==> src/bus_cfg_pkg.sv <==
// bus configuration package: system sizes for the multi-master serial bus

package bus_cfg_pkg;

  ////////////////////
  // system sizes
  ////////////////////
  localparam int NO_MASTERS = 3;
  localparam int NO_SLAVES  = 3;

  // slave id 0 means no slave
  localparam int S_ID_WIDTH = $clog2(NO_SLAVES + 1);
  localparam int M_ID_WIDTH = $clog2(NO_MASTERS);  // owner index

  localparam int WR_WIDTH     = 3;                       // reply code length
  localparam int ID_CNT_WIDTH = $clog2(S_ID_WIDTH + 1);  // id bit counter

endpackage : bus_cfg_pkg

==> src/bus_proto_pkg.sv <==
// bus protocol package: commands, comm states, frame codes and port status

package bus_proto_pkg;
  import bus_cfg_pkg::*;

  ////////////////////
  // controller to port
  ////////////////////
  typedef enum logic [1:0] {
    CMD_IDLE = 2'b00,
    STOP_S   = 2'b01,  // split stop
    STOP_P   = 2'b10,  // plain stop, slave not ready
    CLEAR    = 2'b11
  } cmd_t;

  typedef enum logic [1:0] {
    END_COM  = 2'b00,
    NAK      = 2'b01,
    WAIT_ACK = 2'b10,
    COM      = 2'b11
  } com_state_t;

  ////////////////////
  // reply codes, sent lsb first
  ////////////////////
  localparam logic [WR_WIDTH-1:0] REP_ZERO   = 3'b000;
  localparam logic [WR_WIDTH-1:0] REP_NEW    = 3'b011;  // master sees 110
  localparam logic [WR_WIDTH-1:0] REP_RESUME = 3'b001;  // master sees 100
  localparam logic [WR_WIDTH-1:0] REP_GO     = 3'b111;
  localparam logic [WR_WIDTH-1:0] REP_PAUSE  = 3'b010;

  // frames from the master, oldest bit on the left
  localparam int PAT_WIDTH = 3;
  localparam logic [PAT_WIDTH-1:0] PRE_REQ    = 3'b111;
  localparam logic [PAT_WIDTH-1:0] ACK_PAT    = 3'b101;
  localparam logic [PAT_WIDTH-1:0] NAK_PAT    = 3'b110;
  localparam logic [1:0]           END_PAT    = 2'b01;
  localparam logic [PAT_WIDTH-1:0] RESUME_PAT = 3'b010;

  typedef enum logic [2:0] {
    PS_RST,
    PS_START,
    PS_ALLOC1,
    PS_ALLOC2,
    PS_ACK,
    PS_COM,
    PS_DONE,
    PS_OVER
  } port_state_t;

  // what a port tells the controller
  typedef struct packed {
    logic [S_ID_WIDTH-1:0] id;
    com_state_t            com_state;
    logic                  done;
  } port_status_t;

endpackage : bus_proto_pkg

==> src/bus_controller.sv <==
// bus controller: fixed priority arbiter with split and pause, routes owner data
`timescale 1ns/10ps

module bus_controller import bus_cfg_pkg::*; import bus_proto_pkg::*; (
  input  logic                  clk,
  input  logic                  rstN,
  input  port_status_t          status [NO_MASTERS],
  input  logic [NO_SLAVES:1]    slave_ready,
  input  logic [NO_MASTERS-1:0] port_in_bus,
  output cmd_t                  cmd [NO_MASTERS],
  output logic [NO_SLAVES:1]    slave_data
);

  logic [NO_MASTERS-1:0] eligible;
  logic                  lower_split;
  logic                  any_req;
  logic [M_ID_WIDTH-1:0] winner;
  logic [M_ID_WIDTH-1:0] owner;
  logic [S_ID_WIDTH-1:0] own_id;
  logic                  busy;
  logic                  paused;
  logic [NO_MASTERS-1:0] split_mask;
  com_state_t            owner_state;
  logic                  owner_ready;
  logic                  granting;
  logic                  routing;

  ////////////////////
  // arbitration
  ////////////////////
  // masters above a pending split master wait for it
  always_comb begin
    lower_split = 1'b0;
    for (int i = 0; i < NO_MASTERS; i++) begin
      eligible[i] = (status[i].id != '0) && !lower_split;
      lower_split = lower_split | split_mask[i];
    end
  end

  always_comb begin
    winner  = '0;
    any_req = 1'b0;
    for (int i = NO_MASTERS - 1; i >= 0; i--) begin
      if (eligible[i]) begin
        winner  = M_ID_WIDTH'(i);  // lowest index wins
        any_req = 1'b1;
      end
    end
  end

  assign owner_state = status[owner].com_state;
  assign owner_ready = slave_ready[own_id];
  assign granting    = (cmd[owner] == CLEAR);  // port status not updated yet
  assign routing     = busy && !paused && (owner_state == COM);

  always_ff @(posedge clk or negedge rstN) begin
    if (!rstN) begin
      for (int i = 0; i < NO_MASTERS; i++) cmd[i] <= CMD_IDLE;
      owner      <= '0;
      own_id     <= '0;
      busy       <= 1'b0;
      paused     <= 1'b0;
      split_mask <= '0;
    end else begin
      for (int i = 0; i < NO_MASTERS; i++) cmd[i] <= CMD_IDLE;  // one cycle cmds
      if (!busy) begin
        if (any_req) begin
          cmd[winner]        <= CLEAR;
          owner              <= winner;
          own_id             <= status[winner].id;
          busy               <= 1'b1;
          split_mask[winner] <= 1'b0;
        end
      end else if (paused) begin
        // resume once the slave is back and the master asked for it
        if (owner_ready && status[owner].done) begin
          cmd[owner] <= CLEAR;
          paused     <= 1'b0;
        end
      end else if (!granting) begin
        if (owner_state == END_COM || owner_state == NAK) begin
          busy <= 1'b0;
        end else if (owner_state == COM && any_req && winner < owner) begin
          cmd[owner]        <= STOP_S;
          split_mask[owner] <= 1'b1;
          busy              <= 1'b0;  // lower master takes over
        end else if (owner_state == COM && !owner_ready) begin
          cmd[owner] <= STOP_P;
          paused     <= 1'b1;
        end
      end
    end
  end

  ////////////////////
  // data routing
  ////////////////////
  always_ff @(posedge clk or negedge rstN) begin
    if (!rstN) begin
      slave_data <= '0;
    end else begin
      slave_data <= '0;
      if (routing) slave_data[own_id] <= port_in_bus[owner];  // one cycle late
    end
  end

endmodule : bus_controller

==> src/master_port.sv <==
// master port: decodes request frames of one master and sends reply codes
`timescale 1ns/10ps

module master_port import bus_cfg_pkg::*; import bus_proto_pkg::*; (
  input  logic         clk,
  input  logic         rstN,
  input  logic         port_in,
  output logic         port_out,
  input  cmd_t         cmd,
  output port_status_t status
);

  port_state_t             state;
  port_state_t             next_state;
  logic [PAT_WIDTH-1:0]    in_buf;    // newest bit at lsb
  logic [ID_CNT_WIDTH-1:0] bit_cnt;
  logic [S_ID_WIDTH-1:0]   slave_id;
  com_state_t              com_state;
  logic                    done;
  logic                    split;     // stopped by STOP_S earlier
  logic                    id_full;
  logic                    flush;
  logic [WR_WIDTH-1:0]     wr_code;
  logic                    wr_load;

  write_buffer i_write_buffer (
    .clk  (clk),
    .rstN (rstN),
    .din  (wr_code),
    .load (wr_load),
    .dout (port_out)
  );

  assign id_full = (bit_cnt == ID_CNT_WIDTH'(S_ID_WIDTH));

  // drop stale bits when a new pattern is awaited
  assign flush = (next_state != state) &&
                 ((next_state == PS_ACK) || (next_state == PS_DONE));

  ////////////////////
  // next state and replies
  ////////////////////
  always_comb begin
    next_state = state;
    wr_code    = REP_ZERO;
    wr_load    = 1'b0;
    unique case (state)
      PS_RST: next_state = PS_START;
      PS_START: begin
        if (in_buf == PRE_REQ) next_state = PS_ALLOC1;
      end
      PS_ALLOC1: begin
        if (id_full) begin
          // id 0 is no request
          next_state = (in_buf[S_ID_WIDTH-1:0] != '0) ? PS_ALLOC2 : PS_START;
        end
      end
      PS_ALLOC2: begin
        if (cmd == CLEAR) begin
          wr_code    = split ? REP_RESUME : REP_NEW;
          wr_load    = 1'b1;
          next_state = PS_ACK;
        end
      end
      PS_ACK: begin
        if (in_buf == NAK_PAT) begin
          next_state = PS_OVER;  // no go code on nak
        end else if (in_buf == ACK_PAT) begin
          wr_code    = REP_GO;
          wr_load    = 1'b1;
          next_state = PS_COM;
        end
      end
      PS_COM: begin
        if (cmd == STOP_S) begin
          wr_load    = 1'b1;
          next_state = PS_DONE;
        end else if (cmd == STOP_P) begin
          wr_code    = REP_PAUSE;
          wr_load    = 1'b1;
          next_state = PS_DONE;
        end else if (in_buf[1:0] == END_PAT) begin
          wr_load    = 1'b1;
          next_state = PS_OVER;
        end
      end
      PS_DONE: begin
        if (in_buf == RESUME_PAT) next_state = PS_ALLOC2;
      end
      PS_OVER: next_state = PS_START;
      default: next_state = PS_RST;
    endcase
  end

  ////////////////////
  // state and handshake flags
  ////////////////////
  always_ff @(posedge clk or negedge rstN) begin
    if (!rstN) begin
      state     <= PS_RST;
      in_buf    <= '0;
      bit_cnt   <= '0;
      com_state <= END_COM;
      done      <= 1'b0;
      split     <= 1'b0;
    end else begin
      state  <= next_state;
      in_buf <= flush ? '0 : {in_buf[PAT_WIDTH-2:0], port_in};
      case (state)
        PS_START: bit_cnt <= ID_CNT_WIDTH'(1);  // first id bit arrives now
        PS_ALLOC1: bit_cnt <= bit_cnt + 1'b1;
        PS_ALLOC2: begin
          if (cmd == CLEAR) begin
            com_state <= WAIT_ACK;
            done      <= 1'b0;
            split     <= 1'b0;
          end
        end
        PS_ACK: begin
          if (in_buf == NAK_PAT) com_state <= NAK;
          else if (in_buf == ACK_PAT) com_state <= COM;
        end
        PS_COM: begin
          if (cmd == STOP_S) begin
            com_state <= WAIT_ACK;
            split     <= 1'b1;
          end else if (cmd == STOP_P) begin
            com_state <= WAIT_ACK;
          end else if (in_buf[1:0] == END_PAT) begin
            com_state <= END_COM;
          end
        end
        PS_DONE: if (in_buf == RESUME_PAT) done <= 1'b1;
        default: ;
      endcase
    end
  end

  // slave id of the last request
  always_ff @(posedge clk) begin
    if (state == PS_ALLOC1 && id_full) slave_id <= in_buf[S_ID_WIDTH-1:0];
  end

  // id is shown only while waiting for a grant
  assign status.id        = (state == PS_ALLOC2) ? slave_id : '0;
  assign status.com_state = com_state;
  assign status.done      = done;

endmodule : master_port

==> src/serial_bus_top.sv <==
// serial bus top: master ports and the bus controller
`timescale 1ns/10ps

module serial_bus_top import bus_cfg_pkg::*; import bus_proto_pkg::*; (
  input  logic                  clk,
  input  logic                  rstN,
  input  logic [NO_MASTERS-1:0] master_in,
  output logic [NO_MASTERS-1:0] master_out,
  input  logic [NO_SLAVES:1]    slave_ready,
  output logic [NO_SLAVES:1]    slave_data
);

  port_status_t status [NO_MASTERS];
  cmd_t         cmd    [NO_MASTERS];

  ////////////////////
  // one port per master
  ////////////////////
  for (genvar m = 0; m < NO_MASTERS; m++) begin : g_port
    master_port i_master_port (
      .clk      (clk),
      .rstN     (rstN),
      .port_in  (master_in[m]),
      .port_out (master_out[m]),
      .cmd      (cmd[m]),
      .status   (status[m])
    );
  end

  // arbiter sees the raw master lines for data routing
  bus_controller i_bus_controller (
    .clk         (clk),
    .rstN        (rstN),
    .status      (status),
    .slave_ready (slave_ready),
    .port_in_bus (master_in),
    .cmd         (cmd),
    .slave_data  (slave_data)
  );

endmodule : serial_bus_top

==> src/write_buffer.sv <==
// write buffer: loads a reply code and shifts it to the master lsb first
`timescale 1ns/10ps

module write_buffer import bus_cfg_pkg::*; (
  input  logic                clk,
  input  logic                rstN,
  input  logic [WR_WIDTH-1:0] din,
  input  logic                load,
  output logic                dout
);

  logic [WR_WIDTH-1:0] shift_q;

  always_ff @(posedge clk or negedge rstN) begin
    if (!rstN) begin
      shift_q <= '0;
    end else if (load) begin
      shift_q <= din;
    end else begin
      shift_q <= {1'b0, shift_q[WR_WIDTH-1:1]};  // zero fill
    end
  end

  // empty buffer holds only zeros
  assign dout = shift_q[0];

endmodule : write_buffer
==> config.mk <==
export PLATFORM = sky130hd
export DESIGN_NAME = serial_bus_top
export DESIGN_NICKNAME = d
export VERILOG_FILES = /design/src/bus_cfg_pkg.sv /design/src/bus_proto_pkg.sv /design/src/bus_controller.sv /design/src/master_port.sv /design/src/serial_bus_top.sv /design/src/write_buffer.sv
export SDC_FILE = /design/constraint.sdc
export NUM_CORES = 1
export LEC_CHECK = 0
export BUFFER_PORTS_ARGS = -buffer_cell sky130_fd_sc_hd__buf_2
export CORE_UTILIZATION = 30
export CTS_CLUSTER_SIZE = 10
export DETAILED_ROUTE_END_ITERATION = 16
export GPL_TIMING_DRIVEN = 0
export PLACE_DENSITY = 0.52
export SLEW_MARGIN = 10
export SYNTH_ARGS = -nofsm -noshare
export SYNTH_HDL_FRONTEND = slang
export SYNTH_SLANG_ARGS = --single-unit
==> constraint.sdc <==
create_clock -name clk -period 2.85 [get_ports clk]
set_clock_uncertainty 0.05 [all_clocks]
set_input_delay 0.4275 -clock clk [delete_from_list [all_inputs] [get_ports clk]]
set_output_delay 0.4275 -clock clk [all_outputs]
set_load 0.01 [all_outputs]
; Yosys cells after proc, flatten, opt, wreduce, memory -nomap -nowiden
; Index checks and enable logic that the tools add are counted.
[totals]
out_inout_bits = 6
inputBits = 8
reg_bits = 69
[classes]
n_reduce_logical = 64
addsub = 3
mux = 179
magnitude_cmp = 11
n_eq_ne = 79
n_bitwise = 8
[op_table]
columns = cell, count
row1 = 3-bit 2-to-1 mux, 54
row2 = "3-bit equality test, second input constant", 27
row3 = 2-bit 2-to-1 mux, 37
row4 = 3-bit one-hot mux with 7 select lines, 3
row5 = 6-bit 2-to-1 mux, 8
row6 = 1-bit 2-to-1 mux, 47
row7 = 2-bit nonzero test, 16
row8 = "3-bit by 2-bit equality test with 1-bit output, second input constant", 9
row9 = 3-bit one-hot mux with 3 select lines, 3
row10 = "2-bit equality test, second input constant", 11
row11 = 5-bit binary-select mux with 2-bit select, 2
row12 = 1-bit logical AND, 19
row13 = "2-bit by 1-bit != test with 1-bit output, second input constant", 9
row14 = 2-bit one-hot mux with 3 select lines, 3
row15 = 3-bit AND reduction, 6
row16 = "2-bit by 1-bit equality test with 1-bit output, second input constant", 7
row17 = "4-bit by 1-bit != test with 1-bit output, second input constant", 3
row18 = 1-bit one-hot mux with 2 select lines, 6
row19 = 2-bit one-hot mux with 2 select lines, 3
row20 = 4-bit AND reduction, 3
row21 = 5-bit 2-to-1 mux, 2
row22 = "3-bit by 1-bit equality test with 1-bit output, second input constant", 3
row23 = 3-bit zero test, 3
row24 = "2-bit by 3-bit < comparator with 1-bit output, second input constant", 3
row25 = 26 further kinds, 57

; Depth between registers and ports, before layout
; Gate-level depths: netlist of run 1.
[depth]
ltp_word = 15
ltp_mapped = 7

; Cells and area by module
; From an unflattened synthesis of run 1, not the netlist that was laid out.
[unflattened]
cells_unflattened = 455
area_unflattened_um2 = 4354.2
[modules_own_cells]
columns = mod, area_per_inst_um2, cells_each, n_inst
row1 = master_port at g_port[0].i_master_port ..., 960.9, 110, 2
row2 = bus_controller, 1114.8, 113, 1
row3 = master_port at g_port[2].i_master_port, 1002.2, 104, 1
row4 = write_buffer, 105.1, 6, 3

; Worst setup path before layout of run 1
; No wires, ideal clock.
[synth_path]
path_type = reg2reg
start = reg g_port[0].i_master_port.bit_cnt[0]
end = reg g_port[0].i_master_port.in_buf[2]
arrival_ns = 1.589
t_required_ns = 2.734
path_buffers = 0
slack_ns = 1.145
setup_time_ns = 0.066
path_stages_with_launch = 8
cell_sequence = dfrtp_1 > inv_1 > ha_1 > or4b_1 > a32oi_1 > a41oi_1 > nand4_1 > and2_1
[synth_via]
elab_chain_len = 7
[synth_rtl]
columns = item, line_no
row1 = start: declaration, master_port.sv:16  ; logic [ID_CNT_WIDTH-1:0] bit_cnt;
row2 = start signal: assignment, master_port.sv:111  ; PS_ALLOC1: bit_cnt <= bit_cnt + 1'b1;
row3 = 2-bit equality test (*), master_port.sv:34  ; assign id_full = (bit_cnt == ID_CNT_WIDTH'(S_ID_WIDTH));
row4 = 3-bit 2-to-1 mux (*), master_port.sv:53  ; if (id_full) begin
row5 = 3-bit one-hot mux with 7 select lines (*), master_port.sv:47  ; unique case (state)
row6 = 3-bit equality test, master_port.sv:38  ; ((next_state == PS_ACK) || (next_state == PS_DONE));
row7 = 1-bit logical OR, master_port.sv:38
row8 = 1-bit logical AND (*), master_port.sv:37  ; assign flush = (next_state != state) &&
row9 = 3-bit 2-to-1 mux (*), master_port.sv:108  ; in_buf <= flush ? '0 : {in_buf[PAT_WIDTH-2:0], port_in};
row10 = end signal: assignment, master_port.sv:108
row11 = end: declaration, master_port.sv:15  ; logic [PAT_WIDTH-1:0] in_buf;
; Every way passes the cells marked *; elsewhere a longest branch is shown, timed or not.
; A chain may end at the register's enable or synchronous reset.

; Worst setup path in the final report of run 1
; Same ends and word-level chain as after synthesis.

==> results.md, run 1 <==
* Row cnt at 40
* Status: completed
* RSZ-0062 raised after global routing: no
* Final WL at 9071 um
* Slew headroom at 46.58%
* GRT Total Usage at 14.80%
* Diodes inserted at 0
* Clk pwr share at ~26%
* CP Max Fanout at 3
* WL/cell at 14.87 um
* Period utilisation layout at 68.62%
* PD cells at 878.0 mW/mm^2
* Endpoints failing setup at 0
* Clk sinks at 68
* Final ANT Viol Nets at 0
* Hold_buf cts at 0
* Total Power at between 3 and 4 mW
* Pin count of the biggest net entering global routing at between 60 and 70
* Asr flop ratio synth at 91.18%
* Clock Path Buffers at 2
* Grt total ovfl at 0
* IO Pins at 14
* Startpoint types: flip-flop
* Fmax at roughly 0.51 GHz
* Setup TNS at 0 ns
* Die H at 115.0 um
* Port-buffer cells at 13
* Placer's final routability congestion estimate at between 0.8 and 0.9
* Root buf cell: clkbuf_16
* Sw frac at around two fifths
* Area Overhead vs Synth at 14.02%
* CTS buffer count at 9
* NetSw at about 1.5 mW
* Pint at ~2.3 mW
* DR vias/cell at 5.128
* Final hold violation count at 0
* Mean Syn Cell Area at 9.273 sq um
* Initial antenna violation count at 0
* Post-Syn Nets at between 400 and 500
* CP Capture Type: flip-flop
* Ratio of cells with drive above 1 in the final layout at 9.729%
* Pre-antenna DRT Iters at 7
* Reg power frac at between 30% and 40%
* DP Wirelength at 6416 um
* Core Area at 0.01221 sq mm
* Commonest non-fill, non-tap cell in the layout: dfrtp_1
* Setup repair bufs after CTS at 0
* Minimum clock period at 1.956 ns
* CTS clk-pin slew, worst paths at 0.05 ns
* Gate power share at just under 40%
* Crit Path Category: flip-flop to flip-flop
* Post_cts resized at 0
* Via count at 3,128
* Commonest non-fill, non-tap cells in the layout: 62 x dfrtp_1, 35 x nand2_1, 24 x inv_1, 23 x nor2_1, 23 x a21oi_1
* DRC violation total after the first TritonRoute iteration at 297
* Final Max Slew Viols at 0
* Vias in the first global route at 3,035
* VDD IR max at 0.3791 mV
* Multi-input gate area at between 0.0015 and 0.002 sq mm
* Hold Slack at 0.1294 ns
* H-tree depth at 3
* Die footprint at 0.01322 sq mm
* Count of flip-flops with a built-in enable after synthesis at 6
* Synth warn at 0
* Worst slew pin tran at ~0.80 ns
* Clock Latency Late Sink at roughly 0.34 ns
* Max_cap viols at 0
* Global-route wire length before repair at 14,990 um
* #FFs+latches synth at 68
* Worst min path class: input port to async pin
* Arrival @ worst endpoint at around 2.2 ns
* Final nets at 460
* Req. time, crit path at 3.07 ns
* Reg area at between 0.0015 and 0.002 sq mm
* Register area share after synthesis at 45.21%
* Leakage at 1.871 nW
* # fillers at 1,253
* CTS tree: built
* Ys flop type: dfrtp_1
* Die span in x at 115.0 um
* DRC at 0
* Starting Density at 31.36%
* Count of different cell masters after synthesis at between 60 and 70
* Cells after Synth at 413
* Cell Area, Synth at ~0.0038 sq mm
layer usage:
metal	part of all wire, %	routed length [um]	global-route usage (%)
met1	50	4536	20.36
met2	44	3985	22.73
met3	4.0	367	2.056
met4	2.0	182	7.532
met5	0	0	0
final timing paths:
check	end	startpoint	slack, ns	depth (start not counted)
worst max-delay path	g_port[0].i_master_port.in_buf[2]$_DFF_PN0_	g_port[0].i_master_port.bit_cnt[0]$_DFFE_PN0P_	0.89	7
worst min-delay path	g_port[0].i_master_port.bit_cnt[0]$_DFFE_PN0P_	rstN	0.13	1
worst max register to register	g_port[0].i_master_port.in_buf[2]$_DFF_PN0_	g_port[0].i_master_port.bit_cnt[0]$_DFFE_PN0P_	0.89	7
worst min register to register	g_port[1].i_master_port.slave_id[0]$_DFFE_PP_	g_port[1].i_master_port.in_buf[0]$_DFF_PN0_	0.39	0
max in group asynchronous	g_port[2].i_master_port.com_state[0]$_DFFE_PN0P_	rstN	2.09	1
min in group clk	g_port[0].i_master_port.in_buf[0]$_DFF_PN0_	master_in[0]	0.29	2
logic make-up after synthesis:
kind of cell	share of synthesized area, %
AOI/OAI and AO/OA	20.03
xor gates and xnor gates	0.6862
adders and majority gates	4.900
buffers and inverters	5.782
DFF	45.21
muxes	1.666
and+or+nand+nor	21.72
Yosys cell counts, types with 3 or more instances:
cell type | number | share of area (%)
a31oi_1 | 9 | 1.5
dfrtp_1 | 62 | 41
o311ai_1 | 4 | 0.91
o21ai_0 | 16 | 2.1
nor3b_1 | 11 | 2.2
buf_2 | 9 | 1.2
nor2b_1 | 16 | 2.6
clkbuf_1 | 13 | 1.3
buf_4 | 3 | 0.59
a22oi_1 | 4 | 0.78
nand2b_1 | 6 | 0.98
edfxtp_1 | 6 | 4.7
mux2i_1 | 3 | 0.78
nor3_1 | 13 | 1.7
o2bb2ai_1 | 3 | 0.69
a21oi_1 | 23 | 3.0
o211ai_1 | 5 | 0.98
and3_1 | 4 | 0.65
inv_1 | 24 | 2.4
o21ai_1 | 17 | 2.2
mux2_1 | 3 | 0.88
o22a_1 | 4 | 0.91
nand3b_1 | 6 | 1.2
and2_1 | 8 | 1.3
nand4_1 | 3 | 0.49
a41oi_1 | 4 | 0.91
nor2_1 | 23 | 2.3
nand3_1 | 15 | 2.0
ha_1 | 15 | 4.9
nand2_1 | 35 | 3.4
registers in the layout (all words and copies together) (netlist names), 3 cells and up:
signal	count
g_port.i_master_port.in_buf	9
g_port.i_master_port.com_state	6
g_port.i_master_port.i_write_buffer.shift_q	9
g_port.i_master_port.state	9
g_port.i_master_port.done	3
g_port.i_master_port.split	3
i_bus_controller.slave_data	3
i_bus_controller.cmd	6
g_port.i_master_port.slave_id	6
g_port.i_master_port.bit_cnt	6
critical path, stage by stage, from the launching register on:
cell     delay, ns
dfrtp_1       0.37
inv_1         0.09
ha_1          0.17
or4b_1        0.46
a32oi_1       0.28
a41oi_1       0.16
nand4_1       0.17
and2_1        0.15
through the flow:
step | area [sq um] | util (%) | worst slack [ns] | instances
floorplan | 3830 | - | 1.145 | 413
global placement | 4105 | 33.62 | 0.9697 | 594
detailed placement | 4108 | 33.64 | 0.9391 | 594
CTS | 4367 | 35.76 | 0.9318 | 610
global route | 4367 | 35.76 | 0.7598 | 610
finish | 4367 | 35.76 | 0.8944 | 610
power groups by stage:
stage / clock network (mW) / registers (mW) / logic (mW)
final: 0.992 / 1.36 / 1.48
after global routing: 1.06 / 1.39 / 1.66
after CTS: 1.02 / 1.36 / 1.47
after detailed placement: 0 / 1.38 / 1.46
after global placement: 0 / 1.37 / 1.45
after floorplan: 0 / 1.32 / 1.15
layout make-up:
type / count / share of cell area [%]
Buffer: 26 / 2.923
Clock buffer: 9 / 5.158
Clock inverter: 7 / 0.7736
Inverter: 25 / 2.149
Multi-Input combinational cell: 294 / 42.98
Sequential cell: 68 / 39.66
Tap cell: 168 / 4.814
Timing Repair Buffer: 13 / 1.547
Note: power is estimated with default switching activity, not from simulation.
==> inputs of run 2 (changes only) <==
- clock period: 2.85 -> 1.8 ns (I/O delays scaled with it)
==> results.md, run 2 (same netlist as run 1, synthesis figures left out) <==
* Post-Route Utilization at 37.81% (+2.0 points)
* Startpoint types: flip-flop
* Commonest non-fill, non-tap cells in the layout: 60 x dfrtp_1, 35 x nand2_1, 23 x inv_1, 23 x nor2_1, 20 x a21oi_1
* R2r worst-path depth at 7 (unchanged)
* Slowest stage delay, CP at 0.47 ns (about the same)
* Fmax at 0.5436 GHz (+6.3%)
* Arrival @ worst endpoint at 2.06 ns (-0.12 ns)
* Worst min path class: input port to async pin
* Clock Latency Late Sink at 0.33 ns (about the same)
* Fin worst setup slack at -0.03948 ns (-0.9339 ns)
* Final ANT Viol Nets at 0 (unchanged)
* Failing checks: hold timing, setup timing
* Minimum clock period at 1.839 ns (-0.1161 ns)
* CP Max Fanout at 3 (unchanged)
* Port-buffer cells at 13 (unchanged)
* DRC at 0 (unchanged)
* VDD IR max at 0.5755 mV (+52%)
* CTS tree: built
* Total Power at 6.517 mW (+70%)
* H-tree depth at 3 (unchanged)
* Slew headroom at 46.45% (-0.13 points)
* Hold_buf cts at 0 (unchanged)
* Root buf cell: clkbuf_16
* DRC violation total after the first TritonRoute iteration at 324 (+9.1%)
* Crit path cell chain: inv_2 > ha_4 > or4b_4 > a32oi_4 > a41oi_2 > nand4_1 > and2_1
* Crit Path Category: flip-flop to flip-flop
* IO Pins at 14 (unchanged)
* Final nets at 464 (+0.87%)
* Final Max Slew Viols at 0 (unchanged)
* Endpoints failing setup at 3 (+3)
* Max_cap viols at 0 (unchanged)
* Leakage at 1.919 nW (+2.5%)
* Hold Slack at -0.01973 ns (-0.1491 ns)
* Commonest non-fill, non-tap cell in the layout: dfrtp_1
* PD cells at 1412 mW/mm^2 (+61%)
* DP Wirelength at 6416 um (unchanged)
* Row cnt at 40 (unchanged)
* Placer's final routability congestion estimate at 0.8399 (unchanged)
* Area Overhead vs Synth at 20.55%
* Diodes inserted at 0 (unchanged)
* Core Area at 0.01221 sq mm (unchanged)
* CTS buffer count at 9 (unchanged)
* Vias in the first global route at 3,074 (+1.3%)
* Slowest cell on crit path: or4b_4
* GRT Total Usage at 15.02% (+0.23 points)
* Global-route wire length before repair at 15,230 um (+1.6%)
* Grt total ovfl at 0 (unchanged)
* Pin count of the biggest net entering global routing at 63 (unchanged)
* Pre-antenna DRT Iters at 4 (-3)
* Req. time, crit path at 2.02 ns (-1.05 ns)
* Die footprint at 0.01322 sq mm (unchanged)
* CTS clk-pin slew, worst paths at 0.05 ns (about the same)
* Die H at 115.0 um (unchanged)
* Initial antenna violation count at 0 (unchanged)
* Ratio of cells with drive above 1 in the final layout at 18.39% (+8.7 points)
* Clock Path Buffers at 2 (unchanged)
* Setup TNS at -0.1047 ns (-0.1047 ns)
* Period utilisation layout at 102.2% (+34 points)
* RSZ-0062 raised after global routing: yes
* Die span in x at 115.0 um (unchanged)
* WL/cell at 15.03 um (+1.1%)
* Worst slew pin tran at 0.8032 ns (+0.001981 ns)
* Top Registers: g_port.i_master_port.i_write_buffer.shift_q: 9 flops, g_port.i_master_port.in_buf: 9 flops, g_port.i_master_port.state: 9 flops
* Via count at 3,174 (+1.5%)
* DR vias/cell at 5.169 (+0.81%)
* Status: finished with violations
* Starting Density at 31.36% (unchanged)
* CP Capture Type: flip-flop
* Clk sinks at 68 (unchanged)
* Final hold violation count at 32 (+32)
* Final WL at 9229 um (+1.7%)
run 2: cell types whose count changed in the layout (fill, tap and decap cells not counted), moves of 3 or more:
cell and delta:
clkbuf_4 +3, a21oi_1 -3, buf_2 -5, nor2b_1 -3, a21oi_2 +3, buf_4 +6, nor2b_2 +3, clkbuf_1 -3
run 2: report_power, final:
| part | total, mW | switching, mW | internal [mW] |
|---|---|---|---|
| logic | 2.77 | 1.62 | 1.15 |
| clock network | 1.56 | 0.651 | 0.909 |
| registers | 2.19 | 0.315 | 1.88 |
run 2: layout make-up:
cell class,instances,area (sq um)
plain buffers,25,148.9
clock buffers,9,225.2
clock inverters,7,33.78
fillers,1225,7595
inverters,25,93.84
multi-input cells,294,2066
flip-flops and latches,68,1734
well taps,168,210.2
repair buffers,18,105.1
run 2: through the flow:
step	area, sq um	worst slack (ns)	instances
after floorplan	3830	0.09451	413
after global routing	4617	-0.1414	614
after CTS	4458	0.001070	613
final	4617	-0.03948	614
after global placement	4105	-0.08033	594
after detailed placement	4108	-0.1109	594
run 2: what timing repair did:
| item | CTS | global route |
|---|---|---|
| resized for setup | 17 | 35 |
| gates cloned | 0 | 0 |
| buffers inserted | 3 | 2 |
| setup endpoints to repair | 11 | 23 |
| pin swaps | 7 | 10 |
run 2: worst max-delay path, delay by kind of cell (launching register included):
kind / cells / cell delay, ns
AO/OA/AOI/OAI: 2 / 0.38
AND/OR/NAND/NOR: 3 / 0.76
adder cells (fa/ha/maj): 1 / 0.12
flip-flops: 1 / 0.38
buffers and inverters: 1 / 0.08
run 2: path summary, 6_finish.rpt:
check                                                                     from                                        endpoint  slack (ns)
worst max-delay path            g_port[0].i_master_port.bit_cnt[0]$_DFFE_PN0P_     g_port[0].i_master_port.in_buf[2]$_DFF_PN0_       -0.04
worst min-delay path                                                      rstN  g_port[0].i_master_port.bit_cnt[0]$_DFFE_PN0P_       -0.02
min in group clk                                                  master_in[0]     g_port[0].i_master_port.in_buf[0]$_DFF_PN0_        0.14
worst min register to register     g_port[1].i_master_port.in_buf[0]$_DFF_PN0_   g_port[1].i_master_port.slave_id[0]$_DFFE_PP_        0.39
worst max register to register  g_port[0].i_master_port.bit_cnt[0]$_DFFE_PN0P_     g_port[0].i_master_port.in_buf[2]$_DFF_PN0_       -0.04
max in group asynchronous                                                 rstN           i_bus_controller.owner[0]$_DFFE_PN0P_        1.15
run 2: layer usage:
layer,vias up,global-route usage (%),share of wire [%]
met5,-,0,0
met4,0,7.532,1.8
met3,10,2.056,3.9
met2,70,23.25,46
met1,1539,20.60,48
li1,1555,-,-
==> inputs of run 3 (changes only) <==
- GPL_ROUTABILITY_DRIVEN: unset -> 1
- PLACE_DENSITY: 0.52 -> 0.54
- clock period: 1.8 -> 2 ns (I/O delays scaled with it)
==> results.md, run 3 (same netlist as run 1, synthesis figures left out) <==
* Status: finished with violations
* Failing checks: hold timing
* Inst Count DP at 594 (unchanged)
* Pre-antenna DRT Iters at 5 (+1)
* Die H at 115.0 um (unchanged)
* Clk pwr share at 29.0% (+5.1 points)
* Clk sinks at 68 (unchanged)
* CP Max Fanout at 3 (unchanged)
* Diodes inserted at 0 (unchanged)
* Via count at 3,154 (-0.63%)
* Row cnt at 40 (unchanged)
* Max_cap viols at 0 (unchanged)
* Port-buffer cells at 13 (unchanged)
* Final WL at 8730 um (-5.4%)
* Slowest stage delay, CP at 0.44 ns (-0.03 ns)
* Hold Slack at -0.01704 ns (+0.002693 ns)
* Fmax at 0.5234 GHz (-3.7%)
* CTS buffer count at 9 (unchanged)
* CP Capture Type: flip-flop
* Minimum clock period at 1.911 ns (+0.07106 ns)
* Setup TNS at 0 ns (+0.1047 ns)
* Global-route wire length before repair at 14,650 um (-3.8%)
* Final nets at 460 (-0.86%)
* CTS tree: built
* PD cells at 1292 mW/mm^2 (-8.5%)
* Post-Route Utilization at 36.28% (-1.5 points)
* Area Overhead vs Synth at 15.68%
* Arrival @ worst endpoint at 2.13 ns (+0.07 ns)
* Startpoint types: flip-flop
* Req. time, crit path at 2.22 ns (+0.20 ns)
* Final hold violation count at 10 (-69%)
* Top Registers: g_port.i_master_port.i_write_buffer.shift_q: 9 flops, g_port.i_master_port.in_buf: 9 flops, g_port.i_master_port.state: 9 flops
* Placed instance area at 0.004108 sq mm (unchanged)
* Commonest non-fill, non-tap cell in the layout: dfrtp_1
* Setup repair bufs after CTS at 0 (-3)
* Crit Path Category: flip-flop to flip-flop
* Slew headroom at 47.50% (+1.0 points)
* Non-Filler Instances at 610 (-0.65%)
* Pin count of the biggest net entering global routing at 63 (unchanged)
* Leakage at 1.901 nW (-0.94%)
* Post-route design area at 0.004431 sq mm (-4.0%)
* Total Power at 5.725 mW (-12%)
* CTS clk-pin slew, worst paths at 0.05 ns (about the same)
* IO Pins at 14 (unchanged)
* Worst slew pin tran at 0.7875 ns (-0.01567 ns)
* Sw frac at 37.34% (-2.3 points)
* Endpoints failing setup at 0 (-3)
* DP Wirelength at 6258 um (-2.5%)
* Vias in the first global route at 2,986 (-2.9%)
* Slowest cell on crit path: or4b_1
* Die span in x at 115.0 um (unchanged)
* DRC violation total after the first TritonRoute iteration at 285 (-12%)
* Commonest non-fill, non-tap cells in the layout: 62 x dfrtp_1, 35 x nand2_1, 24 x inv_1, 23 x nor2_1, 23 x a21oi_1
* Gate power share at 36.9% (-5.6 points)
* DRC at 0 (unchanged)
* Initial antenna violation count at 0 (unchanged)
* Clock Latency Late Sink at 0.33 ns (about the same)
* Final Max Slew Viols at 0 (unchanged)
* Post-Place Worst Slack at 0.1069 ns (+0.2178 ns)
* WL/cell at 14.31 um (-4.8%)
* Root buf cell: clkbuf_16
* Pint at 3.587 mW (-8.8%)
* Final ANT Viol Nets at 0 (unchanged)
* Core Area at 0.01221 sq mm (unchanged)
* Crit path cell chain: inv_1 > ha_1 > or4b_1 > a32oi_1 > a41oi_1 > nand4_1 > and2_1
* Period utilisation layout at 95.53% (-6.7 points)
* Reg power frac at 34.1% (+0.5 points)
* Fin worst setup slack at 0.08945 ns (+0.1289 ns)
* Clock Path Buffers at 2 (unchanged)
* NetSw at 2.138 mW (-17%)
* DR vias/cell at 5.170 (about the same)
* Reg2reg start: g_port[0].i_master_port.bit_cnt[0]$_DFFE_PN0P_
* Die footprint at 0.01322 sq mm (unchanged)
* VDD IR max at 0.4910 mV (-15%)
* Hold_buf cts at 0 (unchanged)
* Ratio of cells with drive above 1 in the final layout at 10.63% (-7.8 points)
* Worst min path class: input port to async pin
* Grt total ovfl at 0 (unchanged)
* CP startpoint: g_port[0].i_master_port.bit_cnt[0]$_DFFE_PN0P_
* RSZ-0062 raised after global routing: no
* GRT Total Usage at 14.42% (-0.60 points)
* Starting Density at 31.36% (unchanged)
* H-tree depth at 3 (unchanged)
* Placer's final routability congestion estimate at 0.8742 (+4.1%)
run 3: cell types whose count changed in the layout (fill, tap and decap cells not counted), moves of 3 or more:
cell	change
nor2b_1	+3
nor2b_2	-3
clkbuf_1	+3
a21oi_2	-3
buf_4	-6
buf_2	+4
a21oi_1	+3
run 3: timing repair:
item | 4_1_cts | 5_1_grt
endpoints found under the setup margin | 0 | 7
resized for setup | 0 | 5
endpoints found under the hold margin | 0 | 0
run 3: final timing paths:
check,end,slack [ns],depth (start not counted)
setup / recovery,g_port[0].i_master_port.in_buf[1]$_DFF_PN0_,0.09,7
hold / removal,g_port[0].i_master_port.bit_cnt[1]$_DFFE_PN0P_,-0.02,1
setup reg to reg,g_port[0].i_master_port.in_buf[1]$_DFF_PN0_,0.09,7
hold reg to reg,g_port[2].i_master_port.slave_id[1]$_DFFE_PP_,0.39,0
max in group asynchronous,g_port[1].i_master_port.com_state[0]$_DFFE_PN0P_,1.38,1
min in group clk,g_port[0].i_master_port.in_buf[0]$_DFF_PN0_,0.17,2
run 3: per-layer routing:
layer	global-route usage, %	routed length (um)	part of all wire (%)	up-vias
li1	-	-	-	1554
met1	19.35	4255	49	1508
met2	21.81	3895	45	77
met3	3.426	369	4.2	15
met4	7.013	209	2.4	0
met5	0	0	0	-
run 3: power groups by stage:
| stage | clock [mW] | combinational (mW) | sequential [mW] |
|---|---|---|---|
| 6_report | 1.66 | 2.11 | 1.95 |
| 5_1_grt | 1.76 | 2.39 | 2.01 |
| 4_1_cts | 1.71 | 2.08 | 1.95 |
| 3_5_place_dp | 0 | 2.06 | 1.97 |
| 3_3_place_gp | 0 | 2.06 | 1.97 |
| 2_1_floorplan | 0 | 1.63 | 1.89 |
run 3: layout make-up:
class | instances | area (sq um)
fillers | 1280 | 7781
multi-input cells | 294 | 1888
flip-flops and latches | 68 | 1732
clock buffers | 10 | 229.0
well taps | 168 | 210.2
plain buffers | 26 | 131.4
inverters | 25 | 93.84
clock inverters | 6 | 78.83
repair buffers | 13 | 67.56
run 3: worst max-delay path: cells and delay by family, from the launching register on:
family	cells	cell delay, ns
AO/OA/AOI/OAI	2	0.40
adder cells (fa/ha/maj)	1	0.18
buffers and inverters	1	0.10
flip-flops	1	0.37
AND/OR/NAND/NOR	3	0.75
